==> config.mk <==
export PLATFORM = sky130hd
export DESIGN_NAME = cacheline_adaptor
export DESIGN_NICKNAME = d
export VERILOG_FILES = /design/src/verilog/mem_pkg.sv /design/src/verilog/cacheline_adaptor.sv
export SDC_FILE = /design/constraint.sdc
export NUM_CORES = 1
export LEC_CHECK = 0
export BUFFER_PORTS_ARGS = -buffer_cell sky130_fd_sc_hd__buf_2
export CORE_AREA = 5 5 273 275
export CTS_CLUSTER_SIZE = 10
export DETAILED_ROUTE_END_ITERATION = 10
export DIE_AREA = 0 0 278 280
export MAX_ROUTING_LAYER = met4
export PLACE_DENSITY = 0.4
export SLEW_MARGIN = 10
export SYNTH_ARGS = -nofsm -noshare
export SYNTH_HDL_FRONTEND = slang
export SYNTH_SLANG_ARGS = --single-unit
==> constraint.sdc <==
create_clock -name clk -period 8.9 [get_ports clk]
set_clock_uncertainty 0.1 [all_clocks]
set_input_delay 0 -clock clk [delete_from_list [all_inputs] [get_ports clk]]
set_output_delay 0 -clock clk [all_outputs]
set_load 0.01 [all_outputs]
==> src/verilog/mem_pkg.sv <==
package mem_pkg;

    localparam int word_bits       = 32;
    localparam int mask_bits       = 4;   // one enable per byte
    localparam int line_bits       = 256;
    localparam int burst_bits      = 64;
    localparam int bursts_per_line = 4;
    localparam int offset_bits     = 5;   // byte offset in a line
    localparam int index_bits      = 4;   // 16 sets
    localparam int tag_bits        = 23;

    // word access from a client port
    typedef struct packed {
        logic [word_bits-1:0] addr;
        logic                 read;
        logic                 write;
        logic [mask_bits-1:0] wmask;
        logic [word_bits-1:0] wdata;
    } mem_req_t;

    typedef struct packed {
        logic [word_bits-1:0] rdata;
        logic                 resp;   // single-cycle pulse
    } mem_rsp_t;

    // whole-line transfer between cache, arbiter and adaptor
    typedef struct packed {
        logic [word_bits-1:0] addr;   // line aligned
        logic                 read;
        logic                 write;
        logic [line_bits-1:0] wdata;
    } line_req_t;

    typedef struct packed {
        logic [line_bits-1:0] rdata;
        logic                 resp;
    } line_rsp_t;

    // physical memory beat
    typedef struct packed {
        logic [word_bits-1:0]  addr;
        logic                  read;
        logic                  write;
        logic [burst_bits-1:0] wdata;
    } bmem_req_t;

    typedef struct packed {
        logic [burst_bits-1:0] rdata;
        logic                  resp;  // one per accepted or returned beat
    } bmem_rsp_t;

endpackage : mem_pkg

==> src/verilog/cacheline_adaptor.sv <==
`timescale 1ns/10ps

module cacheline_adaptor (
    input  logic                clk,
    input  logic                rst,
    input  mem_pkg::line_req_t  line_req_i,
    output mem_pkg::line_rsp_t  line_rsp_o,
    output mem_pkg::bmem_req_t  bmem_req_o,
    input  mem_pkg::bmem_rsp_t  bmem_rsp_i
);

    typedef enum logic [1:0] {
        st_idle,
        st_read,
        st_write,
        st_done
    } state_t;

    state_t state_q;

    logic [$clog2(mem_pkg::bursts_per_line)-1:0] beat_q;
    logic [mem_pkg::line_bits-1:0]               buf_q;   // shift buffer, beat 0 at the bottom

    logic busy;
    logic last_beat;

    assign busy      = (state_q == st_read) || (state_q == st_write);
    assign last_beat = (beat_q == $clog2(mem_pkg::bursts_per_line)'(mem_pkg::bursts_per_line - 1));

    always_ff @(posedge clk) begin
        if (rst) begin
            state_q <= st_idle;
            beat_q  <= '0;
        end else begin
            case (state_q)
                st_idle: begin
                    beat_q <= '0;
                    if (line_req_i.write) begin
                        state_q <= st_write;
                    end else if (line_req_i.read) begin
                        state_q <= st_read;
                    end
                end
                st_read, st_write: begin
                    if (bmem_rsp_i.resp) begin
                        beat_q <= beat_q + 1'b1;
                        if (last_beat) begin
                            state_q <= st_done;
                        end
                    end
                end
                default: begin
                    state_q <= st_idle;
                end
            endcase
        end
    end

    // writes shift out from the bottom, reads shift in from the top
    always_ff @(posedge clk) begin
        if (state_q == st_idle) begin
            buf_q <= line_req_i.wdata;
        end else if (busy && bmem_rsp_i.resp) begin
            buf_q <= {bmem_rsp_i.rdata, buf_q[mem_pkg::line_bits-1:mem_pkg::burst_bits]};
        end
    end

    assign bmem_req_o.addr  = line_req_i.addr;   // held by the arbiter until line resp
    assign bmem_req_o.read  = (state_q == st_read);
    assign bmem_req_o.write = (state_q == st_write);
    assign bmem_req_o.wdata = buf_q[mem_pkg::burst_bits-1:0];

    assign line_rsp_o.rdata = buf_q;
    assign line_rsp_o.resp  = (state_q == st_done);

endmodule : cacheline_adaptor

# After elaboration in Yosys (flattened, before gate mapping)
# Cells that the tools add are included.
# Widths: inputs -> output; s select.
[word_totals]
ff_bits = 260
wordCells = 28
[op_classes]
n_addsub = 1
eq_ne = 7
mux = 9
reduce_logical = 8
[ops]
columns = ["cell", "count"]
rows = [
  ["$mux 256", 2],
  ["$mux 2", 5],
  ["$pmux 2 s2", 2],
  ["$eq 2x2->1 const B", 3],
  ["$ne 2x2->1 const B", 2],
  ["$reduce_bool 2->1", 2],
  ["$ne 3x3->1 const B", 1],
  ["$reduce_and 3->1", 1],
  ["$add 2x1->2 const B", 1],
  ["$eq 2x1->1 const B", 1],
  ["$logic_not 2->1", 1],
  ["$reduce_and 2->1", 1],
  ["$reduce_or 2->1", 1],
  ["$logic_and 1x1->1", 1],
  ["$logic_or 1x1->1", 1],
]

# Longest topological paths before layout
[logic_depth]
ltp_word = 5
mapped_depth = 7
ltp_nobuf = 5

# Worst setup path before layout
# No wires, ideal clock.
[synth_timing]
kind = "register -> register"
startpoint = "register state_q[0]"
endpoint = "register buf_q[0] in the netlist's numbering (enable)"
setup_ns = 0.616
t_arrival_ns = 6.233
path_slack_ns = 1.951
stages_incl_launch_ff = 7
path_buffers = 3
period_less_slack_ns = 6.949
path_cell_list = "dfxtp_1 inv_1 ha_1 buf_6 buf_2 buf_2 a21o_1"
[synth_between]
elab_chain_cells = 4
elab_cells_between_ends = 6
classes_between = "eq/ne: 2; reduce/logical: 4"
[synth_rtl]
columns = ["item", "line_no", "source"]
rows = [
  ["start, declared", "cacheline_adaptor.sv:19", "state_t state_q;"],
  ["start signal, assigned", "cacheline_adaptor.sv:32", "state_q <= st_idle;"],
  ["start signal, assigned", "cacheline_adaptor.sv:39", "state_q <= st_write;"],
  ["start signal, assigned", "cacheline_adaptor.sv:41", "state_q <= st_read;"],
  ["$eq 2x1->1 / $eq 2x2->1 (equally long branches)", "cacheline_adaptor.sv:27", "assign busy = (state_q == st_read) || (state_q == st_write);"],
  ["$logic_or 1x1->1", "cacheline_adaptor.sv:27", ""],
  ["$logic_and 1x1->1", "cacheline_adaptor.sv:63", "end else if (busy && bmem_rsp_i.resp) begin"],
  ["$reduce_bool 2->1 (no source line) (*)", "-", ""],
  ["end signal, assigned", "cacheline_adaptor.sv:62", "buf_q <= line_req_i.wdata;"],
  ["end signal, assigned", "cacheline_adaptor.sv:64", "buf_q <= {bmem_rsp_i.rdata, buf_q[mem_pkg::line_bits-1:mem_pkg::burst_bits]};"],
  ["end, declared", "cacheline_adaptor.sv:22", "logic [mem_pkg::line_bits-1:0] buf_q;"],
]
# Every way passes the cells marked *; elsewhere a longest branch is shown, timed or not.
# A chain may end at the register's enable or synchronous reset.

# Worst setup path after layout
[layout_timing]
startpoint = "register state_q[0]"
endpoint = "register buf_q[233] in the netlist's numbering, data pin"
[layout_between]
elab_chain_cells = 2
[layout_rtl]
columns = ["item", "line_no", "source"]
rows = [
  ["$logic_not 2->1", "cacheline_adaptor.sv:61", "if (state_q == st_idle) begin"],
  ["$mux 256", "cacheline_adaptor.sv:61", ""],
]
# No other way between the ends.

==> impl_metrics.csv <==
group,metric,value,unit
clock_network,clk_pin_slew,60,ps
global_routing,grt_pass1_wl,64.95,mm
critical_path,worstPathArrival,3530,ps
power_and_ir_drop,peakVddDrop,0.2211,mV
placement,post_dp_cell_area,0.01536,mm²
synth,synth.avg_cell_area,17.55,µm²
critical_path,crit_path_end_kind,"flop",
critical_path,path_class,"flop to flop",
synth,synth_area,0.01172,mm²
placement,place_inst,2152,
floorplanning,die_area,0.07784,mm²
detailed_routing,drt_iter0_drc,406,
critical_path,crit_chain,"inv_1, ha_4, buf_4, mux2_2, dlygate4sd3_1",
power_and_ir_drop,total_power,6.851,mW
sta,holdWs,204.5,ps
placement,dp_hpwl,34.09,mm
run,maxCapViolations,0,
global_routing,grt_pass1_vias,10220,
final_layout,finalNetCount,1952,
critical_path,critPathMaxStageDelay,840,ps
critical_path,cp.required,9070,ps
detailed_routing,wirelength_met1,18.48,mm
detailed_routing,wl_per_cell,17.94,µm
critical_path,start_kind,"flop",
power_and_ir_drop,power_density,342.6,mW/mm²
floorplanning,ios,712,
critical_path,cp_num_buf_inv,3,
sta,rsz0062_at_grt,"false",
power_and_ir_drop,pwr-share-comb,41.1,%
clock_network,post_cts_resized,0,
global_routing,grt_max_degree,146,
synth,ys_seq_area_share,66.25,%
final_layout,design_area,0.02000,mm²
critical_path,critical_path_peak_fanout,73,
sta,worst-slew-pin-transition,1125,ps
synth,yosysTopAreaCellShare,65.56,%
clock_network,htreeDepth,2,
critical_path,slowest_stage,"buf_4",
clock_network,cts_tree,"done",
synth,synth_seq_cells,260,
sta,setup_tns,0,ps
floorplanning,start_util,16.26,%
clock_network,clock_latency,530,ps
final_layout,drive_above_1_share,59.14,%
critical_path,crit_family,"buffers and inverters",
clock_network,cts_sinks,260,
power_and_ir_drop,p_sw_share,35.87,%
power_and_ir_drop,p_leak,8.352,nW
detailed_routing,vias_per_cell,3.590,
global_routing,grt-ovfl-total,0,
clock_network,root_buffer,"clkbuf_16",
detailed_routing,final_antenna_net_count,0,
clock_network,clock_path_buffers,3,
sta,min_period,3360,ps
detailed_routing,top_layer_used,"met4",
placement,portBuffers,647,
detailed_routing,route.detailed.drc,0,
sta,post-route-period-util,37.75,%
floorplanning,fp-row-count,99,
clock_network,cts_setup_buffers,0,
synth,yosysWarnings,0,
detailed_routing,wl_met3,2.920,mm
synth,synth_cell_types,22,
synth,syn_nets,1031,
power_and_ir_drop,intPower,4.394,mW
synth,synth.largest_area_cell,"edfxtp_1",
synth,async_reset_ff_share,0,%
detailed_routing,routed_wl,46.10,mm
synth,synth_edf_count,256,
power_and_ir_drop,power_frac_seq,39.5,%
synth,synth_common_cells,"edfxtp_1, mux2_2, buf_4, buf_2, ha_1",
sta,fmax,0.2976,GHz
sta,report.final.slew_viol_count,0,
sta,finalSetupViolations,0,
synth,postSynthCellCount,668,
detailed_routing,first_pass_iters,4,
clock_network,cts-buffers-inserted,35,
global_routing,antenna_found_initial,8,
power_and_ir_drop,p_clk_share,19.3,%
final_layout,syn_to_final_growth,70.56,%
detailed_routing,wl_met2,23.57,mm
detailed_routing,vias,9226,
sta,hold_viol,0,
placement,gp_congestion,0.8279,
run_status,status,"complete, no violations",
floorplanning,die_height,280,µm
min_path,hold_path.class,"input port to flop",
synth,synth_ff_type,"edfxtp_1",
floorplanning,die_w,278,µm
global_routing,grt_use_total,11.24,%
sta,maxSlewHeadroom,25.00,%
final_layout,final_cells,2570,
synth,synth_area_leaders,"edfxtp_1, mux2_2, buf_4",
floorplanning,core_area,0.07209,mm²
power_and_ir_drop,p_sw,2.458,mW
## logic make-up after synthesis
| kind of cell | synth area share [%] |
|---|---|
| buf+inv | 7.576 |
| compound gates | 0.5550 |
| fa+ha+maj | 0.6403 |
| simple gates | 0.3095 |
| flops | 66.25 |
| mux | 24.67 |
## power groups by stage
stage | registers [mW] | clock network [mW] | logic (mW)
final | 2.71 | 1.32 | 2.82
after global routing | 2.79 | 1.44 | 2.99
after CTS | 2.72 | 1.38 | 2.87
after detailed placement | 2.73 | 0 | 2.63
after global placement | 2.73 | 0 | 2.63
after floorplan | 3.02 | 0 | 1.28
## path summary, 6_finish.rpt
kind                                start                endpoint  slack [ps]  cells after the start
setup / recovery  state_q[0]$_SDFFE_PP0P_    buf_q[233]$_DFFE_PP_        5540                      5
hold / removal            line_req_i[119]    buf_q[119]$_DFFE_PP_         200                      3
hold reg to reg    beat_q[1]$_SDFFE_PP0P_  beat_q[1]$_SDFFE_PP0P_         400                      2
setup reg to reg  state_q[0]$_SDFFE_PP0P_    buf_q[233]$_DFFE_PP_        5540                      5
## routing by layer
layer	vias to the layer above	global-route usage (%)
li1	4306	-
met1	4555	13.20
met2	301	19.02
met3	64	2.912
met4	0	3.512
met5	-	-
## sequential cells by signal, indices dropped and copies added (netlist names)
name / flops
buf_q: 256
beat_q: 2
state_q: 2
## tightest hold or removal path, cell delays in order
cell	delay, ps
dlygate4sd3_1	510
buf_2	90
mux2_2	120
## metrics by stage
| step | setup slack (ps) | utilization, % |
|---|---|---|
| finish | 5540 | 27.74 |
| global route | 5437 | 27.74 |
| CTS | 5575 | 27.73 |
| global placement | 5769 | 21.31 |
| floorplan | 1951 | - |
| detailed placement | 5746 | 21.31 |
## placed cells by master, fill, tap and decap left out, drive strengths merged
cell,n
buf,651
dlygate4sd3,359
mux2,256
edfxtp,256
clkbuf,47
clkinv,8
ha,6
a21oi,4
dfxtp,4
diode,3
inv,3
o21ai,2
a21o,1
nor3b,1
a21boi,1
nand2b,1
a2111o,1
mux2i,1
nand2,1
nand3b,1
or4,1
a32oi,1
nor2,1
bufinv,1
## what timing repair did
action | in CTS | in global routing
hold buffers | 359 | 0
setup endpoints to repair | 0 | 0
hold endpoints to repair | 292 | 0
## cell type report
class / instances / area (µm²)
well taps: 959 / 1200
diodes: 3 / 7.507
flip-flops and latches: 260 / 7767
multi-input cells: 279 / 3089
inverters: 3 / 11.26
clock inverters: 9 / 72.57
fillers: 7482 / 52090
repair buffers: 1010 / 6887
clock buffers: 47 / 963.4
Note: power is estimated with default switching activity, not from simulation.
