### src/verilog/mem_pkg.sv
package mem_pkg;

    localparam int word_bits       = 32;
    localparam int mask_bits       = 4;   // one enable per byte
    localparam int line_bits       = 256;
    localparam int burst_bits      = 64;
    localparam int bursts_per_line = 4;
    localparam int offset_bits     = 5;   // byte offset in a line
    localparam int index_bits      = 4;   // 16 sets
    localparam int tag_bits        = 23;

    // word access from a client port
    typedef struct packed {
        logic [word_bits-1:0] addr;
        logic                 read;
        logic                 write;
        logic [mask_bits-1:0] wmask;
        logic [word_bits-1:0] wdata;
    } mem_req_t;

    typedef struct packed {
        logic [word_bits-1:0] rdata;
        logic                 resp;   // single-cycle pulse
    } mem_rsp_t;

    // whole-line transfer between cache, arbiter and adaptor
    typedef struct packed {
        logic [word_bits-1:0] addr;   // line aligned
        logic                 read;
        logic                 write;
        logic [line_bits-1:0] wdata;
    } line_req_t;

    typedef struct packed {
        logic [line_bits-1:0] rdata;
        logic                 resp;
    } line_rsp_t;

    // physical memory beat
    typedef struct packed {
        logic [word_bits-1:0]  addr;
        logic                  read;
        logic                  write;
        logic [burst_bits-1:0] wdata;
    } bmem_req_t;

    typedef struct packed {
        logic [burst_bits-1:0] rdata;
        logic                  resp;  // one per accepted or returned beat
    } bmem_rsp_t;

endpackage : mem_pkg

### src/verilog/mem_arbiter.sv
`timescale 1ns/10ps

module mem_arbiter (
    input  logic                clk,
    input  logic                rst,
    input  mem_pkg::line_req_t  imem_line_req_i,
    output mem_pkg::line_rsp_t  imem_line_rsp_o,
    input  mem_pkg::line_req_t  dmem_line_req_i,
    output mem_pkg::line_rsp_t  dmem_line_rsp_o,
    output mem_pkg::line_req_t  line_req_o,
    input  mem_pkg::line_rsp_t  line_rsp_i
);

    typedef enum logic [1:0] {
        gnt_none,
        gnt_imem,
        gnt_dmem
    } grant_t;

    grant_t grant_q;

    logic imem_wants;
    logic dmem_wants;

    assign imem_wants = imem_line_req_i.read | imem_line_req_i.write;
    assign dmem_wants = dmem_line_req_i.read | dmem_line_req_i.write;

    always_ff @(posedge clk) begin
        if (rst) begin
            grant_q <= gnt_none;
        end else begin
            case (grant_q)
                gnt_none: begin
                    if (dmem_wants) begin
                        grant_q <= gnt_dmem;   // data side first
                    end else if (imem_wants) begin
                        grant_q <= gnt_imem;
                    end
                end
                default: begin
                    if (line_rsp_i.resp) begin
                        grant_q <= gnt_none;   // one idle cycle follows
                    end
                end
            endcase
        end
    end

    always_comb begin
        case (grant_q)
            gnt_imem: line_req_o = imem_line_req_i;
            gnt_dmem: line_req_o = dmem_line_req_i;
            default:  line_req_o = '0;
        endcase
    end

    // data goes to both, resp only to the owner
    assign imem_line_rsp_o.rdata = line_rsp_i.rdata;
    assign imem_line_rsp_o.resp  = line_rsp_i.resp && (grant_q == gnt_imem);
    assign dmem_line_rsp_o.rdata = line_rsp_i.rdata;
    assign dmem_line_rsp_o.resp  = line_rsp_i.resp && (grant_q == gnt_dmem);

endmodule : mem_arbiter

### config.mk
export PLATFORM = sky130hd
export DESIGN_NAME = mem_arbiter
export DESIGN_NICKNAME = d
export VERILOG_FILES = /design/src/verilog/mem_pkg.sv /design/src/verilog/mem_arbiter.sv
export SDC_FILE = /design/constraint.sdc
export NUM_CORES = 1
export LEC_CHECK = 0
export ABC_AREA = 1
export BUFFER_PORTS_ARGS = -buffer_cell sky130_fd_sc_hd__buf_2
export CAP_MARGIN = 20
export CORE_AREA = 2 2 641 643
export DETAILED_ROUTE_END_ITERATION = 8
export DIE_AREA = 0 0 643 645
export GPL_TIMING_DRIVEN = 0
export PLACE_DENSITY_LB_ADDON = 0.05
export RECOVER_POWER = 50
export SYNTH_ARGS = -nofsm -noshare
export SYNTH_HDL_FRONTEND = slang
export SYNTH_SLANG_ARGS = --single-unit
### constraint.sdc
create_clock -name clk -period 3.4 [get_ports clk]
set_clock_uncertainty 0.1 [all_clocks]
set_input_delay 0.68 -clock clk [delete_from_list [all_inputs] [get_ports clk]]
set_output_delay 0.68 -clock clk [all_outputs]
set_load 0.01 [all_outputs]
Yosys cells after proc, flatten, opt, wreduce, memory -nomap -nowiden
Index checks and enable logic that the tools add are counted.
Word-level totals
  word-level logic and storage cells: 16
  output and inout port bits: 804
  flip-flop bits (word level): 2
  input port bits: 839
Operators by class
  equality and inequality tests: 3
  mux-type cells: 5
  bitwise operators: 2
  reductions and logical operators: 5
Operators by type and width (number)
  $pmux W290 S2: 1
  $mux W2: 4
  $ne A3 B3 Y1 const B: 1
  $eq A2 B1 Y1 const B: 1
  $eq A2 B2 Y1 const B: 1
  $logic_and A1 B1 Y1: 2
  $logic_not A2 Y1: 1
  $or A1 B1 Y1: 2
  $reduce_and A2 Y1: 1
  $reduce_bool A2 Y1: 1

Depth between registers and ports, before layout
Gate-level depths: netlist of the first run.
  word-level depth: 4
  depth in mapped cells: 7

Least setup slack after synthesis of the first run
OpenSTA, ideal clock, no wires.
  path kind: register -> output
  from: reg grant_q[0]
  to: out line_req_o[183] in the netlist's numbering
  slack: 1344 ps
  arrival time: 1276 ps
  stages on the path, launching flop included: 8
  cells stage by stage: dfxtp_1 inv_1 ha_1 inv_2 buf_2 buf_6 buf_6 a21oi_2
RTL lines
  start: declaration: line mem_arbiter.sv:20  | grant_t grant_q;
  start signal: assignment: line mem_arbiter.sv:30  | grant_q <= gnt_none;
  start signal: assignment: line mem_arbiter.sv:35  | grant_q <= gnt_dmem;
  start signal: assignment: line mem_arbiter.sv:37  | grant_q <= gnt_imem;
  end: declaration: line mem_arbiter.sv:10  | output mem_pkg::line_req_t line_req_o,

==> impl_metrics.env, run 1 <==
export IMPL_outcome="finished clean"
export IMPL_synth_nets=2344
export IMPL_regToRegEndpoint="grant_q[1]"
export IMPL_drc_errors=0
export IMPL_crit_end="line_req_o[84]"
export IMPL_grt_ovfl_total=0
export IMPL_antenna_found_initial=220
export IMPL_start_kind="flip-flop"
export IMPL_initial_core_util=0.0222
export IMPL_die_h_um=645
export IMPL_die_area_mm2=0.415
export IMPL_yosys_area_share_adder=0.00415
export IMPL_first_pass_iters=5
export IMPL_p_per_area_mw_per_mm2=152
export IMPL_cts_tree="built"
export IMPL_io_buffers=1386
export IMPL_wl_met2_mm=123
export IMPL_critical_path_top_delay_family="buffers and inverters"
export IMPL_critPathMostFrequentCell="buf_2"
export IMPL_worst_slack_ns=0.0171
export IMPL_wirelength_mm=240
export IMPL_slew_violations=0
export IMPL_cpPeakStageDelay_ns=0.51
export IMPL_yosys_cell_count_top_type="nand2_1"
export IMPL_muxShareOfSynthArea=0
export IMPL_synthTopCellsByArea="buf_4, nand2_1, a21oi_2"
export IMPL_cp_depth=7
export IMPL_cts_buffers=3
export IMPL_rsz0062_at_grt="yes"
export IMPL_synth_compound_area_frac=0.214
export IMPL_final_setup_viol_count=0
export IMPL_synth_top_family_by_area="buffers and inverters"
export IMPL_tns_ns=0
export IMPL_nets=3735
export IMPL_hpwl_mm=230
export IMPL_grt_max_degree=11
export IMPL_synthDistinctLibCells=16
export IMPL_syn_cell_area_mm2=0.00905
export IMPL_fmax_mhz=296
export IMPL_final_core_util=0.0553
export IMPL_root_buffer="clkbuf_16"
export IMPL_cts_sinks=2
export IMPL_critPathBufInv=5
export IMPL_path_max_fanout=10
export IMPL_insertion_delay_ns=0.22
export IMPL_netlist_top_cells_count="nand2_1, buf_4, a21oi_1"
export IMPL_grt_util_all_layers=0.110
export IMPL_routed_top_layer="met5"
export IMPL_rows=235
export IMPL_ios=1643
export IMPL_core_area_mm2=0.408
export IMPL_r2r_slack_ns=2.19
export IMPL_hold_class="flip-flop to flip-flop"
export IMPL_wl_per_cell_um=28.7
export IMPL_finalHoldViolCount=0
export IMPL_drtAntennaViolNets=0
export IMPL_ys_ff_latch=2
export IMPL_grt_pass1_wl_mm=276
export IMPL_syn_mean_instance_area_um2=6.03
export IMPL_dp_slack_ns=-0.411
export IMPL_fin_crit_ns=3.38
export IMPL_htree_levels=1
export IMPL_critical_path_slowest_cell="a21oi_1"
export IMPL_synth_xor_xnor_area_share=0
export IMPL_path_cells="inv_1 -> ha_1 -> inv_2 -> buf_4 -> buf_2 -> a21oi_1 -> buf_2"
export IMPL_worstReg2RegStart="grant_q[0]"
export IMPL_ys_warn_count=0
export IMPL_synth_edff_count=0
export IMPL_p_leak_uw=0.00870
export IMPL_synth_cells=1502
export IMPL_dr_wl_met3_mm=29.0
export IMPL_critPathRequiredTime_ns=2.62
export IMPL_ys_async_sr_fraction=0
export IMPL_cts_clk_slew_worst_paths_ns=0.03
export IMPL_post_cts_setup_buffer_count=0
export IMPL_place_inst=8339
export IMPL_drtIter0Drc=618
export IMPL_critical_path_arrival_ns=2.60
export IMPL_clock_path_buffers=2
export IMPL_synth_main_ff_cell="dfxtp_1"
export IMPL_ys_seq_area_frac=0.00442
export IMPL_largest_register="grant_q"
export IMPL_slew_headroom=0.576
export IMPL_drive_above_1_share=0.604
export IMPL_end_kind="primary output"
export IMPL_maxCapViolations=0
export IMPL_crit_type="flip-flop to primary output"
export IMPL_final_cells=8373
export IMPL_area_growth_pct=149
export IMPL_vias=15800
export IMPL_largest_reg_flops=2
export IMPL_top_regs="grant_q x2"
export IMPL_startpoint="grant_q[0]"
export IMPL_finalCritPeriodShare=0.995
export IMPL_gp_congestion=0.799
export IMPL_synth_simple_gate_area_frac=0.245
export IMPL_tightestPinTransition_ns=0.636
export IMPL_rr_worst_depth=6
export IMPL_met1_length_mm=84.7
export IMPL_peakVddDrop_mv=0.104
export IMPL_synth_top_cell_by_area="buf_4"
export IMPL_die_w_um=643
export IMPL_vias_per_cell=1.89
export IMPL_yosys_area_top_type_share=0.424
export IMPL_grt_pass1_vias=15700
[kinds of logic after synthesis]
| family | count (synthesis) |
|---|---|
| buf+inv | 614 |
| simple gates | 590 |
| compound gates | 293 |
| fa+ha+maj | 3 |
| flops | 2 |
[cell type report]
type	count	area, um2
Inverter	6	22.5
Sequential cell	2	40.0
Clock buffer	3	75.1
Antenna cell	31	77.6
Tap cell	5451	6820
Buffer	608	4810
Multi-Input combinational cell	886	4270
Fill cell	49200	386000
Timing Repair Buffer	1386	6450
[how the worst min path moves through the flow]
stage                           from  depth (start not counted)          to  slack (ns)
final                     grant_q[1]                          2  grant_q[1]        0.42
after global placement    grant_q[0]                          2  grant_q[0]        0.42
after CTS                 grant_q[1]                          2  grant_q[1]        0.42
after global routing      grant_q[0]                          2  grant_q[0]        0.44
after floorplan           grant_q[1]                          2  grant_q[1]        0.37
after detailed placement  grant_q[1]                          2  grant_q[1]        0.42
[per-layer routing]
metal | global-route usage | up-vias
met2 | 0.206 | 1123
met5 | 0 | -
met4 | 0.00543 | 68
met3 | 0.0600 | 364
met1 | 0.112 | 7224
li1 | - | 7024
[worst reg2reg max path, cell delays in order, from the launching register on]
cell,delay (ns)
dfxtp_1,0.36
inv_1,0.08
ha_1,0.26
inv_1,0.07
nand2_1,0.06
nand3_1,0.09
a21oi_1,0.06
[stage by stage]
step	power (uW)	hold WS, ns	cell area (um2)
floorplan	1470	0.367	9050
global placement	3530	0.417	22800
detailed placement	3500	0.416	22800
CTS	3710	0.424	23000
global route	3760	0.441	22500
finish	3430	0.423	22600
[power by group]
part,switching [uW],internal [uW],total [uW]
clock network,25.9,150,175
logic,2050,1180,3230
registers,1.99,25.6,27.6
[repair_timing]
item | CTS | global route
setup endpoints to repair | 111 | 7
hold buffers | 0 | 0
gates resized for setup | 28 | 2
cloned | 0 | 0
[placed cells by master, fill, tap and decap left out]
master	netlist	final
buf_2	19	1001
nand2_1	585	585
buf_4	512	519
clkbuf_1	2	397
a21oi_1	166	148
a21oi_2	126	144
buf_6	74	73
diode_2	0	31
inv_1	5	5
clkbuf_16	0	3
buf_8	1	2
nor2_1	2	2
nand3_1	2	2
ha_1	3	2
dfxtp_1	2	2
inv_2	1	1
clkbuf_4	0	1
clkbuf_2	0	1
o21ai_0	1	1
nand3b_1	1	1
ha_2	0	1
No activity file was read; power rests on OpenSTA's default activity.
==> inputs of run 2 (changes only) <==
- ABC_AREA: 1 -> default
- CORE_AREA: 2 2 641 643 -> 2 2 643 645
- DIE_AREA: 0 0 643 645 -> 0 0 645 647
==> impl_metrics.env, run 2 <==
export IMPL_ios=1643
export IMPL_critical_path_top_delay_family="buffers and inverters"
export IMPL_synth_top_cell_by_area="buf_4"
export IMPL_nets=3441
export IMPL_tightestPinTransition_ns=0.845
export IMPL_synthTopCellsByArea="buf_4, a22oi_1, nor2b_1"
export IMPL_final_core_util=0.0546
export IMPL_critPathRequiredTime_ns=2.62
export IMPL_muxShareOfSynthArea=0
export IMPL_place_inst=8068
export IMPL_synthDistinctLibCells=16
export IMPL_ys_warn_count=0
export IMPL_slew_violations=0
export IMPL_cts_clk_slew_worst_paths_ns=0.03
export IMPL_drtAntennaViolNets=0
export IMPL_rr_worst_depth=5
export IMPL_die_w_um=645
export IMPL_syn_mean_instance_area_um2=7.29
export IMPL_final_cells=8099
export IMPL_synth_cells=1206
export IMPL_cp_depth=7
export IMPL_yosys_cell_count_top_type="buf_4"
export IMPL_peakVddDrop_mv=0.105
export IMPL_syn_cell_area_mm2=0.00879
export IMPL_vias=14800
export IMPL_cts_tree="built"
export IMPL_p_per_area_mw_per_mm2=155
export IMPL_root_buffer="clkbuf_16"
export IMPL_nFillCells=49400
export IMPL_path_max_fanout=10
export IMPL_crit_type="flip-flop to primary output"
export IMPL_htree_levels=1
export IMPL_fmax_mhz=305
export IMPL_fin_crit_ns=3.28
export IMPL_grt_util_all_layers=0.103
export IMPL_holdBufCountCts=0
export IMPL_synth_top_family_by_area="buffers and inverters"
export IMPL_synth_main_ff_cell="dfxtp_1"
export IMPL_path_cells="inv_1 -> ha_1 -> buf_6 -> clkbuf_8 -> a22oi_1 -> nor2b_1 -> buf_2"
export IMPL_critical_path_arrival_ns=2.50
export IMPL_end_kind="primary output"
export IMPL_vias_per_cell=1.82
export IMPL_final_cell_mix="buf_2, buf_4, clkbuf_1"
export IMPL_cts_sinks=2
export IMPL_largest_register="grant_q"
export IMPL_netlist_top_cells_count="buf_4, a22oi_1, nor2b_1"
export IMPL_placed_area_mm2=0.0226
export IMPL_tns_ns=0
export IMPL_io_buffers=1386
export IMPL_finalCritPeriodShare=0.964
export IMPL_cts_buffers=3
export IMPL_critPathBufInv=4
export IMPL_rsz0062_at_grt="no"
export IMPL_synth_simple_gate_area_frac=0.210
export IMPL_start_kind="flip-flop"
export IMPL_p_leak_uw=0.00872
export IMPL_grt_max_degree=11
export IMPL_hold_class="flip-flop to flip-flop"
export IMPL_insertion_delay_ns=0.22
export IMPL_final_common_cell="buf_2"
export IMPL_critical_path_slowest_cell="a22oi_1"
export IMPL_synth_nets=2048
export IMPL_cpPeakStageDelay_ns=0.70
export IMPL_ys_seq_area_frac=0.00456
export IMPL_finalHoldViolCount=0
export IMPL_drtIter0Drc=573
export IMPL_gp_congestion=0.819
export IMPL_finalPower_uw=3480
export IMPL_synth_edff_count=0
export IMPL_post_cts_setup_buffer_count=0
export IMPL_antenna_found_initial=175
export IMPL_yosys_area_share_adder=0.00427
export IMPL_finalInstanceArea_mm2=0.0225
export IMPL_first_pass_iters=5
export IMPL_maxCapViolations=0
export IMPL_ys_async_sr_fraction=0
export IMPL_drc_errors=0
export IMPL_wl_per_cell_um=28.2
export IMPL_largest_reg_flops=2
export IMPL_grt_pass1_wl_mm=259
export IMPL_yosys_area_top_type_share=0.464
export IMPL_grt_ovfl_total=0
export IMPL_synth_xor_xnor_area_share=0
export IMPL_core_area_mm2=0.411
export IMPL_die_area_mm2=0.417
export IMPL_initial_core_util=0.0214
export IMPL_min_path_cells=2
export IMPL_final_setup_viol_count=0
export IMPL_rows=236
export IMPL_clock_path_buffers=2
export IMPL_ys_ff_latch=2
export IMPL_top_regs="grant_q x2"
export IMPL_die_h_um=647
export IMPL_synth_compound_area_frac=0.251
export IMPL_area_growth_pct=156
export IMPL_drive_above_1_share=0.628
export IMPL_wirelength_mm=228
export IMPL_outcome="finished clean"
export IMPL_slew_headroom=0.436
export IMPL_grt_pass1_vias=14700
export IMPL_hpwl_mm=218
## run 2: cell types whose count changed after synthesis, sizes merged, moves of 2 or more
| cell | before | now |
|---|---|---|
| a22oi | 0 | 290 |
| nor2b | 0 | 290 |
| nand3 | 2 | 0 |
| nor3b | 0 | 2 |
| o21ai | 1 | 4 |
| and2 | 0 | 2 |
| clkbuf | 2 | 49 |
| inv | 6 | 2 |
| nand2 | 585 | 0 |
| buf | 606 | 559 |
| a21oi | 292 | 2 |
## run 2: final timing paths
path / start / to / slack, ns
worst max-delay path: grant_q[1] / line_req_o[259] / 0.12
worst min-delay path: grant_q[0] / grant_q[0] / 0.40
worst max register to register: grant_q[0] / grant_q[0] / 2.09
worst min register to register: grant_q[0] / grant_q[0] / 0.40
## run 2: cell families after synthesis
kind of cell / Yosys count
AOI/OAI and AO/OA: 296
adders and majority gates: 3
buffers and inverters: 610
DFF: 2
and+or+nand+nor: 295
## run 2: tightest hold or removal path, delay by kind of cell (launching register included)
family         cells  cell delay [ns]
flip-flops         1             0.32
AO/OA/AOI/OAI      2             0.13
## run 2: timing repair
action / in CTS / in global routing
hold endpoints to repair: 0 / 0
endpoints found under the setup margin: 140 / 8
resized for setup: 59 / 9
## run 2: area by class of cell
class	instances	area (um2)	area share
buffer	608	4700	0.209
clock buffer	3	75.1	0.00334
sequential	2	40.0	0.00178
timing repair buffer	1388	6480	0.289
antenna	28	70.1	0.00312
multi-input combinational	594	4230	0.188
tap	5474	6850	0.305
inverter	2	7.51	0.000334
## run 2: metal layers
layer,vias to the layer above,track usage,routed length [um]
li1,6431,-,-
met1,6917,0.110,83700
met2,1023,0.193,118000
met3,294,0.0472,23900
met4,88,0.00356,1920
met5,-,0,583
## run 2: power by group
group | total, uW | switching (uW) | internal, uW | leakage (uW)
Clock | 178 | 28.3 | 150 | 0.0000371
Combinational | 3280 | 1990 | 1290 | 0.00867
Sequential | 27.2 | 1.65 | 25.6 | 0.0000165
## run 2: through the flow
stage,hold slack [ns],setup slack [ns]
after global placement,0.421,-0.754
after floorplan,0.364,1.32
after global routing,0.432,0.00393
after detailed placement,0.406,-0.769
after CTS,0.410,-0.0465
final,0.401,0.122
