### config.mk
export PLATFORM = sky130hd
export DESIGN_NAME = l1_cache
export DESIGN_NICKNAME = d
export VERILOG_FILES = /design/src/verilog/mem_pkg.sv /design/src/verilog/l1_cache.sv
export SDC_FILE = /design/constraint.sdc
export NUM_CORES = 2
export LEC_CHECK = 0
export BUFFER_PORTS_ARGS = -buffer_cell sky130_fd_sc_hd__buf_2
export CAP_MARGIN = 20
export CORE_ASPECT_RATIO = 1.2
export CORE_MARGIN = 10
export CORE_UTILIZATION = 50
export CTS_CLUSTER_SIZE = 25
export DETAILED_ROUTE_END_ITERATION = 12
export PLACE_DENSITY = 0.65
export SYNTH_ARGS = -nofsm -noshare
export SYNTH_HDL_FRONTEND = slang
export SYNTH_MEMORY_MAX_BITS = 65536
export SYNTH_SLANG_ARGS = --single-unit
### constraint.sdc
create_clock -name clk -period 56.8 [get_ports clk]
set_clock_uncertainty 0.15 [all_clocks]
set_input_delay 8.52 -clock clk [delete_from_list [all_inputs] [get_ports clk]]
set_output_delay 8.52 -clock clk [all_outputs]
set_load 0.01 [all_outputs]
### src/verilog/mem_pkg.sv
package mem_pkg;

    localparam int word_bits       = 32;
    localparam int mask_bits       = 4;   // one enable per byte
    localparam int line_bits       = 256;
    localparam int burst_bits      = 64;
    localparam int bursts_per_line = 4;
    localparam int offset_bits     = 5;   // byte offset in a line
    localparam int index_bits      = 4;   // 16 sets
    localparam int tag_bits        = 23;

    // word access from a client port
    typedef struct packed {
        logic [word_bits-1:0] addr;
        logic                 read;
        logic                 write;
        logic [mask_bits-1:0] wmask;
        logic [word_bits-1:0] wdata;
    } mem_req_t;

    typedef struct packed {
        logic [word_bits-1:0] rdata;
        logic                 resp;   // single-cycle pulse
    } mem_rsp_t;

    // whole-line transfer between cache, arbiter and adaptor
    typedef struct packed {
        logic [word_bits-1:0] addr;   // line aligned
        logic                 read;
        logic                 write;
        logic [line_bits-1:0] wdata;
    } line_req_t;

    typedef struct packed {
        logic [line_bits-1:0] rdata;
        logic                 resp;
    } line_rsp_t;

    // physical memory beat
    typedef struct packed {
        logic [word_bits-1:0]  addr;
        logic                  read;
        logic                  write;
        logic [burst_bits-1:0] wdata;
    } bmem_req_t;

    typedef struct packed {
        logic [burst_bits-1:0] rdata;
        logic                  resp;  // one per accepted or returned beat
    } bmem_rsp_t;

endpackage : mem_pkg

### src/verilog/l1_cache.sv
`timescale 1ns/10ps

module l1_cache (
    input  logic                clk,
    input  logic                rst,
    input  mem_pkg::mem_req_t   req_i,
    output mem_pkg::mem_rsp_t   rsp_o,
    output mem_pkg::line_req_t  line_req_o,
    input  mem_pkg::line_rsp_t  line_rsp_i
);

    typedef enum logic [1:0] {
        st_idle,
        st_wback,   // victim line going out
        st_fill,    // new line coming in
        st_resp
    } state_t;

    state_t state_q;

    // storage, one way of 16 sets
    logic [mem_pkg::line_bits-1:0]  data_arr [2**mem_pkg::index_bits];
    logic [mem_pkg::tag_bits-1:0]   tag_arr  [2**mem_pkg::index_bits];
    logic [2**mem_pkg::index_bits-1:0] valid_q;
    logic [2**mem_pkg::index_bits-1:0] dirty_q;

    logic [mem_pkg::word_bits-1:0]  rdata_q;

    // address split
    logic [mem_pkg::tag_bits-1:0]      req_tag;
    logic [mem_pkg::index_bits-1:0]    req_index;
    logic [mem_pkg::offset_bits-3:0]   word_sel;   // word within the line

    logic                           access;
    logic                           hit;
    logic                           victim_dirty;
    logic                           load_line;
    logic [mem_pkg::line_bits-1:0]  cur_line;
    logic [mem_pkg::line_bits-1:0]  src_line;
    logic [mem_pkg::line_bits-1:0]  new_line;

    // byte-masked write of one word into a line
    function automatic logic [mem_pkg::line_bits-1:0] merge_word(
        input logic [mem_pkg::line_bits-1:0]    line,
        input logic [mem_pkg::offset_bits-3:0]  sel,
        input mem_pkg::mem_req_t                req
    );
        logic [mem_pkg::line_bits-1:0] merged;
        merged = line;
        for (int b = 0; b < mem_pkg::mask_bits; b++) begin
            if (req.wmask[b]) begin
                merged[sel*mem_pkg::word_bits + b*8 +: 8] = req.wdata[b*8 +: 8];
            end
        end
        return merged;
    endfunction

    assign req_tag   = req_i.addr[mem_pkg::word_bits-1 -: mem_pkg::tag_bits];
    assign req_index = req_i.addr[mem_pkg::offset_bits +: mem_pkg::index_bits];
    assign word_sel  = req_i.addr[mem_pkg::offset_bits-1:2];

    assign access       = req_i.read | req_i.write;
    assign cur_line     = data_arr[req_index];
    assign hit          = valid_q[req_index] && (tag_arr[req_index] == req_tag);
    assign victim_dirty = valid_q[req_index] && dirty_q[req_index];

    // a hit works on the stored line, a fill on the returned one
    assign src_line  = (state_q == st_fill) ? line_rsp_i.rdata : cur_line;
    assign new_line  = req_i.write ? merge_word(src_line, word_sel, req_i) : src_line;
    assign load_line = ((state_q == st_idle) && access && hit) ||
                       ((state_q == st_fill) && line_rsp_i.resp);

    always_ff @(posedge clk) begin
        if (rst) begin
            state_q <= st_idle;
            valid_q <= '0;
            dirty_q <= '0;
        end else begin
            case (state_q)
                st_idle: begin
                    if (access) begin
                        if (hit) begin
                            if (req_i.write) begin
                                dirty_q[req_index] <= 1'b1;
                            end
                            state_q <= st_resp;
                        end else if (victim_dirty) begin
                            state_q <= st_wback;
                        end else begin
                            state_q <= st_fill;
                        end
                    end
                end
                st_wback: begin
                    if (line_rsp_i.resp) begin
                        state_q <= st_fill;
                    end
                end
                st_fill: begin
                    if (line_rsp_i.resp) begin
                        valid_q[req_index] <= 1'b1;
                        dirty_q[req_index] <= req_i.write;   // write-allocate
                        state_q            <= st_resp;
                    end
                end
                default: begin
                    state_q <= st_idle;   // request not sampled in resp cycle
                end
            endcase
        end
    end

    always_ff @(posedge clk) begin
        if (load_line) begin
            rdata_q              <= src_line[word_sel*mem_pkg::word_bits +: mem_pkg::word_bits];
            data_arr[req_index]  <= new_line;
        end
        if ((state_q == st_fill) && line_rsp_i.resp) begin
            tag_arr[req_index] <= req_tag;
        end
    end

    assign rsp_o.rdata = rdata_q;
    assign rsp_o.resp  = (state_q == st_resp);

    always_comb begin
        if (state_q == st_wback) begin
            line_req_o.addr = {tag_arr[req_index], req_index, {mem_pkg::offset_bits{1'b0}}};
        end else begin
            line_req_o.addr = {req_tag, req_index, {mem_pkg::offset_bits{1'b0}}};
        end
        line_req_o.read  = (state_q == st_fill);
        line_req_o.write = (state_q == st_wback);
        line_req_o.wdata = cur_line;   // victim data
    end

endmodule : l1_cache

* Yosys cells after proc, flatten, opt, wreduce, memory -nomap -nowiden
Memories as Yosys holds them, arrays and structs flattened.
Cells that the tools add are included.
** Word-level totals
- Register bits after elaboration :: 66
- Latch bits :: 0
- RAM bits :: 4464
- ROM bits :: 0
- Input port bits :: 329
- Output and inout bits :: 323
- Logic and storage cells :: 81
- Memories kept :: 2
** Cells by class
- Add/subtract/negate cells :: 7
- Multipliers :: 0
- Divide/modulo/power cells :: 0
- Order comparisons :: 2
- Equal/unequal tests :: 9
- Shifts and indexed selects :: 9
- Muxes and demuxes :: 33
- Bitwise logic cells :: 3
- Reduce and logical (&&, ||, !) cells :: 12
** Memory list
- data_arr :: words 16, width 256, read ports 1, clocked after Yosys merged registers in 0, wr ports 1, RTL line l1_cache.sv:22 : logic [mem_pkg::line_bits-1:0] data_arr [2**mem_pkg::index_bits];
- tag_arr :: words 16, width 23, read ports 1, clocked after Yosys merged registers in 0, wr ports 1, RTL line l1_cache.sv:23 : logic [mem_pkg::tag_bits-1:0] tag_arr [2**mem_pkg::index_bits];
** Operators with widths (count)
- 256-bit 2-to-1 mux :: 6
- 256-bit bitwise mux :: 4
- 8-bit by 34-bit variable shift with 256-bit output (first input constant) :: 4
- 8-bit by 34-bit indexed part select with 256-bit output :: 4
- 256-bit by 9-bit indexed part select with 32-bit output :: 1
- 9-bit negator with 34-bit output :: 3
- 16-bit 2-to-1 mux :: 4
- 8-bit negator with 34-bit output :: 1
- 32-bit 2-to-1 mux :: 1
- 16-bit OR :: 2
- 16-bit case mux with 2 select lines :: 1
- 23-bit equality test :: 1
- 8-bit by 5-bit adder with 9-bit output (second input constant) :: 2
- 16-bit bitwise mux :: 1
- 2-bit 2-to-1 mux :: 5
- 8-bit by 4-bit adder with 9-bit output (second input constant) :: 1
- 1-bit binary-select mux with 4-bit select :: 2
- 1-bit 2-to-1 mux :: 7
- 1-bit logical AND :: 6
- 2-bit inequality test (second input constant) :: 3
- 2-bit case mux with 3 select lines :: 1
- 4-bit by 5-bit < comparator with 1-bit output (second input constant) :: 1
- 5-bit AND reduction :: 1
- 1-bit demux with 4-bit select :: 1
- 10 further kinds :: 12

* Depth between registers and ports, before layout
- Depth after elaboration :: 11
- Mapped depth :: 16
- Gate-level depth less buffers :: 8

* Worst setup path after synthesis
Ideal clock, no wire load.
- Kind :: input port to flip-flop
- Start point :: in req_i[44] in the netlist's numbering
- End point :: mem data_arr[0][0] in the netlist's numbering (enable)
- Setup time :: 958 ps
- Arrival time :: 22982 ps
- Required time :: 55692 ps
- Slack :: 32710 ps
- Stages on the path :: 9
- Buffers on the path :: 2
- Cells stage by stage :: buf_6 > buf_2 > mux4_2 > mux2i_1 > o22ai_1 > o31a_1 > nor4_1 > nand4b_2 > a21oi_1
** On the way
- Word-level cells in the longest chain between the ends :: 7
- Elaborated cells between the ends (all ways) :: 9
- Those cells by class :: eq/ne: 1; mux: 4; reduce/logical: 3; memory: 1
** RTL lines
- start, declared :: RTL line l1_cache.sv:6 : input mem_pkg::mem_req_t req_i,
- memory read 16 x 23 bit or 1-bit binary-select mux with 4-bit select (tied branches)
- 23-bit equality test or 1-bit 2-to-1 mux (tied branches) :: RTL line l1_cache.sv:64 : assign hit = valid_q[req_index] && (tag_arr[req_index] == req_tag);
- 1-bit logical AND :: RTL line l1_cache.sv:64
- 1-bit logical AND :: RTL line l1_cache.sv:70 : assign load_line = ((state_q == st_idle) && access && hit) ||
- 1-bit logical OR :: RTL line l1_cache.sv:70
- 1-bit 2-to-1 mux :: RTL line l1_cache.sv:114 : if (load_line) begin
- 1-bit 2-to-1 mux (implied by the code) :: RTL line l1_cache.sv:116 : data_arr[req_index] <= new_line;
- end, declared :: RTL line l1_cache.sv:22
Parallel ways exist; a longest one is shown, timed or not. The select of a mux whose other input is x is not followed.

==> impl_metrics.xml <==
<?xml version="1.0" encoding="UTF-8"?>
<metrics>
  <group name="floorplan">
    <metric name="core.rowCount" unit="">241</metric>
    <metric name="starting_density_of_the_core" unit="%">50.2</metric>
    <metric name="core_area" unit="mm2">0.359</metric>
    <metric name="die_w" unit="um">568</metric>
    <metric name="die_area" unit="mm2">0.385</metric>
    <metric name="pin_count" unit="">652</metric>
    <metric name="die_y" unit="um">678</metric>
  </group>
  <group name="grt">
    <metric name="grt_antenna_before_repair" unit="">53</metric>
    <metric name="grt-ovfl-total" unit="">0</metric>
    <metric name="grt_first_pass_wirelength" unit="um">752000</metric>
    <metric name="grt_max_degree" unit="">143</metric>
    <metric name="grt_usage" unit="%">27.8</metric>
    <metric name="grt_pass1_vias" unit="">92600</metric>
  </group>
  <group name="sta">
    <metric name="setup_tns" unit="ns">0</metric>
    <metric name="finalCritPeriodShare" unit="%">42.2</metric>
    <metric name="max_freq" unit="MHz">41.7</metric>
    <metric name="timing.final.max_slew_violations" unit="">0</metric>
    <metric name="worst-slew-pin-transition" unit="ns">1.29</metric>
    <metric name="report.final.setup_viol" unit="">0</metric>
    <metric name="rsz0062_at_grt" unit="">false</metric>
    <metric name="max-slew-margin-rel" unit="%">14.3</metric>
    <metric name="hold_viol_final" unit="">0</metric>
    <metric name="layout_min_cycle_time" unit="ns">23.97</metric>
  </group>
  <group name="route">
    <metric name="routed-via-count" unit="">92900</metric>
    <metric name="detail_route.drc_violations" unit="">0</metric>
    <metric name="totalWireLength" unit="um">546000</metric>
    <metric name="drt-vias-per-instance" unit="">6.60</metric>
    <metric name="routed_wire_length_per_instance" unit="um">38.8</metric>
    <metric name="final_antenna_net_count" unit="">0</metric>
    <metric name="first_iter_violations" unit="">13700</metric>
    <metric name="router_iterations_before_antenna_repair" unit="">6</metric>
  </group>
  <group name="logic_synthesis">
    <metric name="synth_largest_type_area_fraction" unit="%">74.9</metric>
    <metric name="cells_after_synthesis" unit="">7990</metric>
    <metric name="synth_top_cell_by_area" unit="">sky130_fd_sc_hd__edfxtp_1</metric>
    <metric name="yosysWarnings" unit="">0</metric>
    <metric name="synth_cell_type_count" unit="">70</metric>
    <metric name="postSynthRegisterBits" unit="">4530</metric>
    <metric name="synth_area_leaders" unit="">sky130_fd_sc_hd__edfxtp_1 (75%), sky130_fd_sc_hd__mux4_2 (18%), sky130_fd_sc_hd__mux2i_1 (1.7%), sky130_fd_sc_hd__a21oi_1 (1.2%), sky130_fd_sc_hd__buf_2 (0.44%)</metric>
    <metric name="synth_async_sr_flop_share" unit="%">0</metric>
    <metric name="mappedNetlistArea" unit="mm2">0.180</metric>
    <metric name="mean_instance_size_in_the_synthesized_netlist" unit="um2">22.6</metric>
    <metric name="postSynth.topFlopCell" unit="">sky130_fd_sc_hd__edfxtp_1</metric>
    <metric name="synth.yosys.seq_area_share" unit="%">75.3</metric>
    <metric name="synth-edff-count" unit="">4496</metric>
  </group>
  <group name="layout">
    <metric name="fin_area" unit="mm2">0.204</metric>
    <metric name="post_route_cells_drive_above_1_share" unit="%">33.9</metric>
    <metric name="fin_nets" unit="">9283</metric>
    <metric name="areaGrowthSynthToFinish" unit="%">13.2</metric>
  </group>
  <group name="critical_path">
    <metric name="worst_path_dominant_cell_family" unit="">buffers and inverters</metric>
    <metric name="setup_cp_type" unit="">in2out</metric>
    <metric name="crit_path_cells" unit="">buf_12, buf_12, buf_4, buf_4, buf_4, buf_4, buf_4, mux4_2, mux4_2, buf_2</metric>
    <metric name="reg2regPathDepth" unit="">12</metric>
    <metric name="crit_required" unit="ns">48.13</metric>
    <metric name="arrival" unit="ns">15.30</metric>
    <metric name="crit_fanout" unit="">99</metric>
    <metric name="slowest_stage" unit="">sky130_fd_sc_hd__buf_4</metric>
    <metric name="worst-r2r-setup-slack" unit="ns">49.99</metric>
    <metric name="crit_path_frequent_cell" unit="">sky130_fd_sc_hd__buf_4</metric>
    <metric name="path_depth" unit="">10</metric>
    <metric name="cp-start-kind" unit="">primary input</metric>
    <metric name="worst_r2r_endpoint" unit="">data_arr[8][63]</metric>
    <metric name="critical-path-max-stage-delay" unit="ns">0.89</metric>
    <metric name="crit-reg2reg-launch" unit="">tag_arr[3][18]</metric>
    <metric name="path_buf_inv" unit="">8</metric>
    <metric name="crit_path_end_kind" unit="">primary output</metric>
  </group>
  <group name="job">
    <metric name="drv_cap" unit="">0</metric>
  </group>
  <group name="placed_design">
    <metric name="finalWeightedCongestion" unit="">0.884</metric>
    <metric name="detailedPlacementHpwl" unit="um">325000</metric>
    <metric name="detailed_place.area" unit="mm2">0.189</metric>
    <metric name="placement.io_buffers" unit="">644</metric>
  </group>
  <group name="clock_tree">
    <metric name="ctsRootBufferMaster" unit="">sky130_fd_sc_hd__clkbuf_16</metric>
    <metric name="clock_tree.htree_level_count" unit="">5</metric>
    <metric name="clock_insertion_delay_worst_skew" unit="ns">1.03</metric>
    <metric name="cts_sinks" unit="">4530</metric>
    <metric name="cts_setup_buffers" unit="">0</metric>
    <metric name="cts_buffer_depth" unit="">4</metric>
    <metric name="cts_hold_repair.buffers" unit="">0</metric>
    <metric name="post_cts_resized" unit="">0</metric>
    <metric name="clkSlewWorstSetupHoldPaths" unit="ns">0.06</metric>
    <metric name="tritoncts" unit="">built</metric>
    <metric name="cts-buffers-inserted" unit="">433</metric>
  </group>
  <group name="pwr">
    <metric name="power.ir.vdd_worst" unit="mV">0.0343</metric>
    <metric name="powerDensity" unit="mW/mm2">39.8</metric>
    <metric name="cellLeakagePower" unit="nW">64.8</metric>
  </group>
  <group name="worst_hold_path">
    <metric name="hold_end" unit="">valid_q[5]</metric>
    <metric name="holdCritStartpoint" unit="">valid_q[5]</metric>
    <metric name="hp-class" unit="">reg2reg</metric>
    <metric name="whs_path_depth" unit="">2</metric>
  </group>
  <group name="run_status">
    <metric name="outcome" unit="">finished, final reports clean</metric>
  </group>
</metrics>
## registers in the layout (all words and copies together), names as in the netlist
signal,count
dirty_q,16
data_arr,4096
rdata_q,32
state_q,2
tag_arr,368
valid_q,16
## report_power, final
group          leakage, nW  total [mW]  switching (mW)  internal (mW)
combinational         17.3        1.21           0.874          0.332
sequential            40.7        4.08          0.0194           4.06
clock                 6.73        2.85            1.25           1.59
total                 64.8        8.13            2.14           5.98
## worst min-delay path, stage by stage (launching register included)
cell	delay, ns
sky130_fd_sc_hd__dfxtp_1	0.33
sky130_fd_sc_hd__nor2_1	0.05
sky130_fd_sc_hd__nor2_1	0.07
## layer usage
metal  global-route usage [%]  wire (um)  up-vias
met5                        0        180        -
met4                     11.3      25900       28
met3                     6.87      61100      890
met2                     43.4     258000     5785
met1                     37.9     201000    50200
li1                         -          -    36000
## layout by cell type, fill, tap and decap left out, drive strengths merged, types with 4 or more instances in the layout
master and n:
inv 29, nor4 7, ha 10, edfxtp 4496
o32ai 5, clkbuf 528, o21ai 153, a211oi 28
a21oi 428, mux2 61, dfxtp 34, xnor2 18
clkinv 198, a31oi 23, a32oi 4, o22ai 8
a22oi 15, mux2i 313, and2 25, nand2 207
buf 1010, clkinvlp 19, conb 5, mux4 1405
a221oi 4, nand3 35, nor2b 13, nor2 121
bufinv 38, nor3 9, diode 40
## cell usage after synthesis (5+ instances only)
cell / count
sky130_fd_sc_hd__a211oi_1: 28
sky130_fd_sc_hd__a21oi_1: 419
sky130_fd_sc_hd__a21oi_2: 9
sky130_fd_sc_hd__a22oi_1: 15
sky130_fd_sc_hd__a31oi_1: 23
sky130_fd_sc_hd__and2_0: 6
sky130_fd_sc_hd__and2_1: 19
sky130_fd_sc_hd__buf_1: 51
sky130_fd_sc_hd__buf_2: 158
sky130_fd_sc_hd__buf_4: 65
sky130_fd_sc_hd__buf_6: 70
sky130_fd_sc_hd__clkbuf_1: 144
sky130_fd_sc_hd__dfxtp_1: 34
sky130_fd_sc_hd__edfxtp_1: 4496
sky130_fd_sc_hd__ha_1: 10
sky130_fd_sc_hd__inv_1: 17
sky130_fd_sc_hd__mux2_2: 61
sky130_fd_sc_hd__mux2i_1: 312
sky130_fd_sc_hd__mux4_2: 1405
sky130_fd_sc_hd__nand2_1: 207
sky130_fd_sc_hd__nand3_1: 35
sky130_fd_sc_hd__nor2_1: 121
sky130_fd_sc_hd__nor2b_1: 13
sky130_fd_sc_hd__nor3_1: 9
sky130_fd_sc_hd__nor4_1: 5
sky130_fd_sc_hd__o21ai_0: 102
sky130_fd_sc_hd__o21ai_1: 51
sky130_fd_sc_hd__o22ai_1: 8
sky130_fd_sc_hd__o32ai_1: 5
sky130_fd_sc_hd__xnor2_1: 18
## worst max-delay path by stage
stage,to,from
after floorplan,data_arr[0][0],req_i[44]
after global placement,line_req_o[21],req_i[43]
after detailed placement,line_req_o[21],req_i[43]
after CTS,line_req_o[21],req_i[43]
after global routing,line_req_o[21],req_i[43]
final,line_req_o[21],req_i[43]
## cell type report
type | instances | area, um2
Clock buffer | 528 | 11400
Tap cell | 4738 | 5930
Multi-Input combinational cell | 2947 | 41900
Timing Repair Buffer | 1010 | 6390
Antenna cell | 40 | 100
Sequential cell | 4530 | 136000
Clock inverter | 262 | 2510
Fill cell | 26100 | 155000
Inverter | 22 | 95.1
## per-stage QoR
step                hold slack (ns)  worst slack (ns)  util, %  std cells  power (mW)
global placement              0.302             32.46     52.7      13100        5.26
detailed placement            0.312             32.43     52.7      13200        5.31
floorplan                     0.285             32.71        -       7994        4.75
global route                  0.360             31.97     56.8      14100        8.33
CTS                           0.326             32.41     56.6      14000        8.11
finish                        0.331             32.83     56.8      14100        8.13
## logic make-up after synthesis
logic type	count (synthesis)	synth area share, %
xor+xnor	21	0.102
compound gates	697	2.13
mux	1779	19.7
simple gates	435	1.05
buf+inv	517	1.67
other cells	1	0.00208
fa+ha+maj	10	0.0694
flops	4530	75.3
No activity file was read; power rests on OpenSTA's default activity.
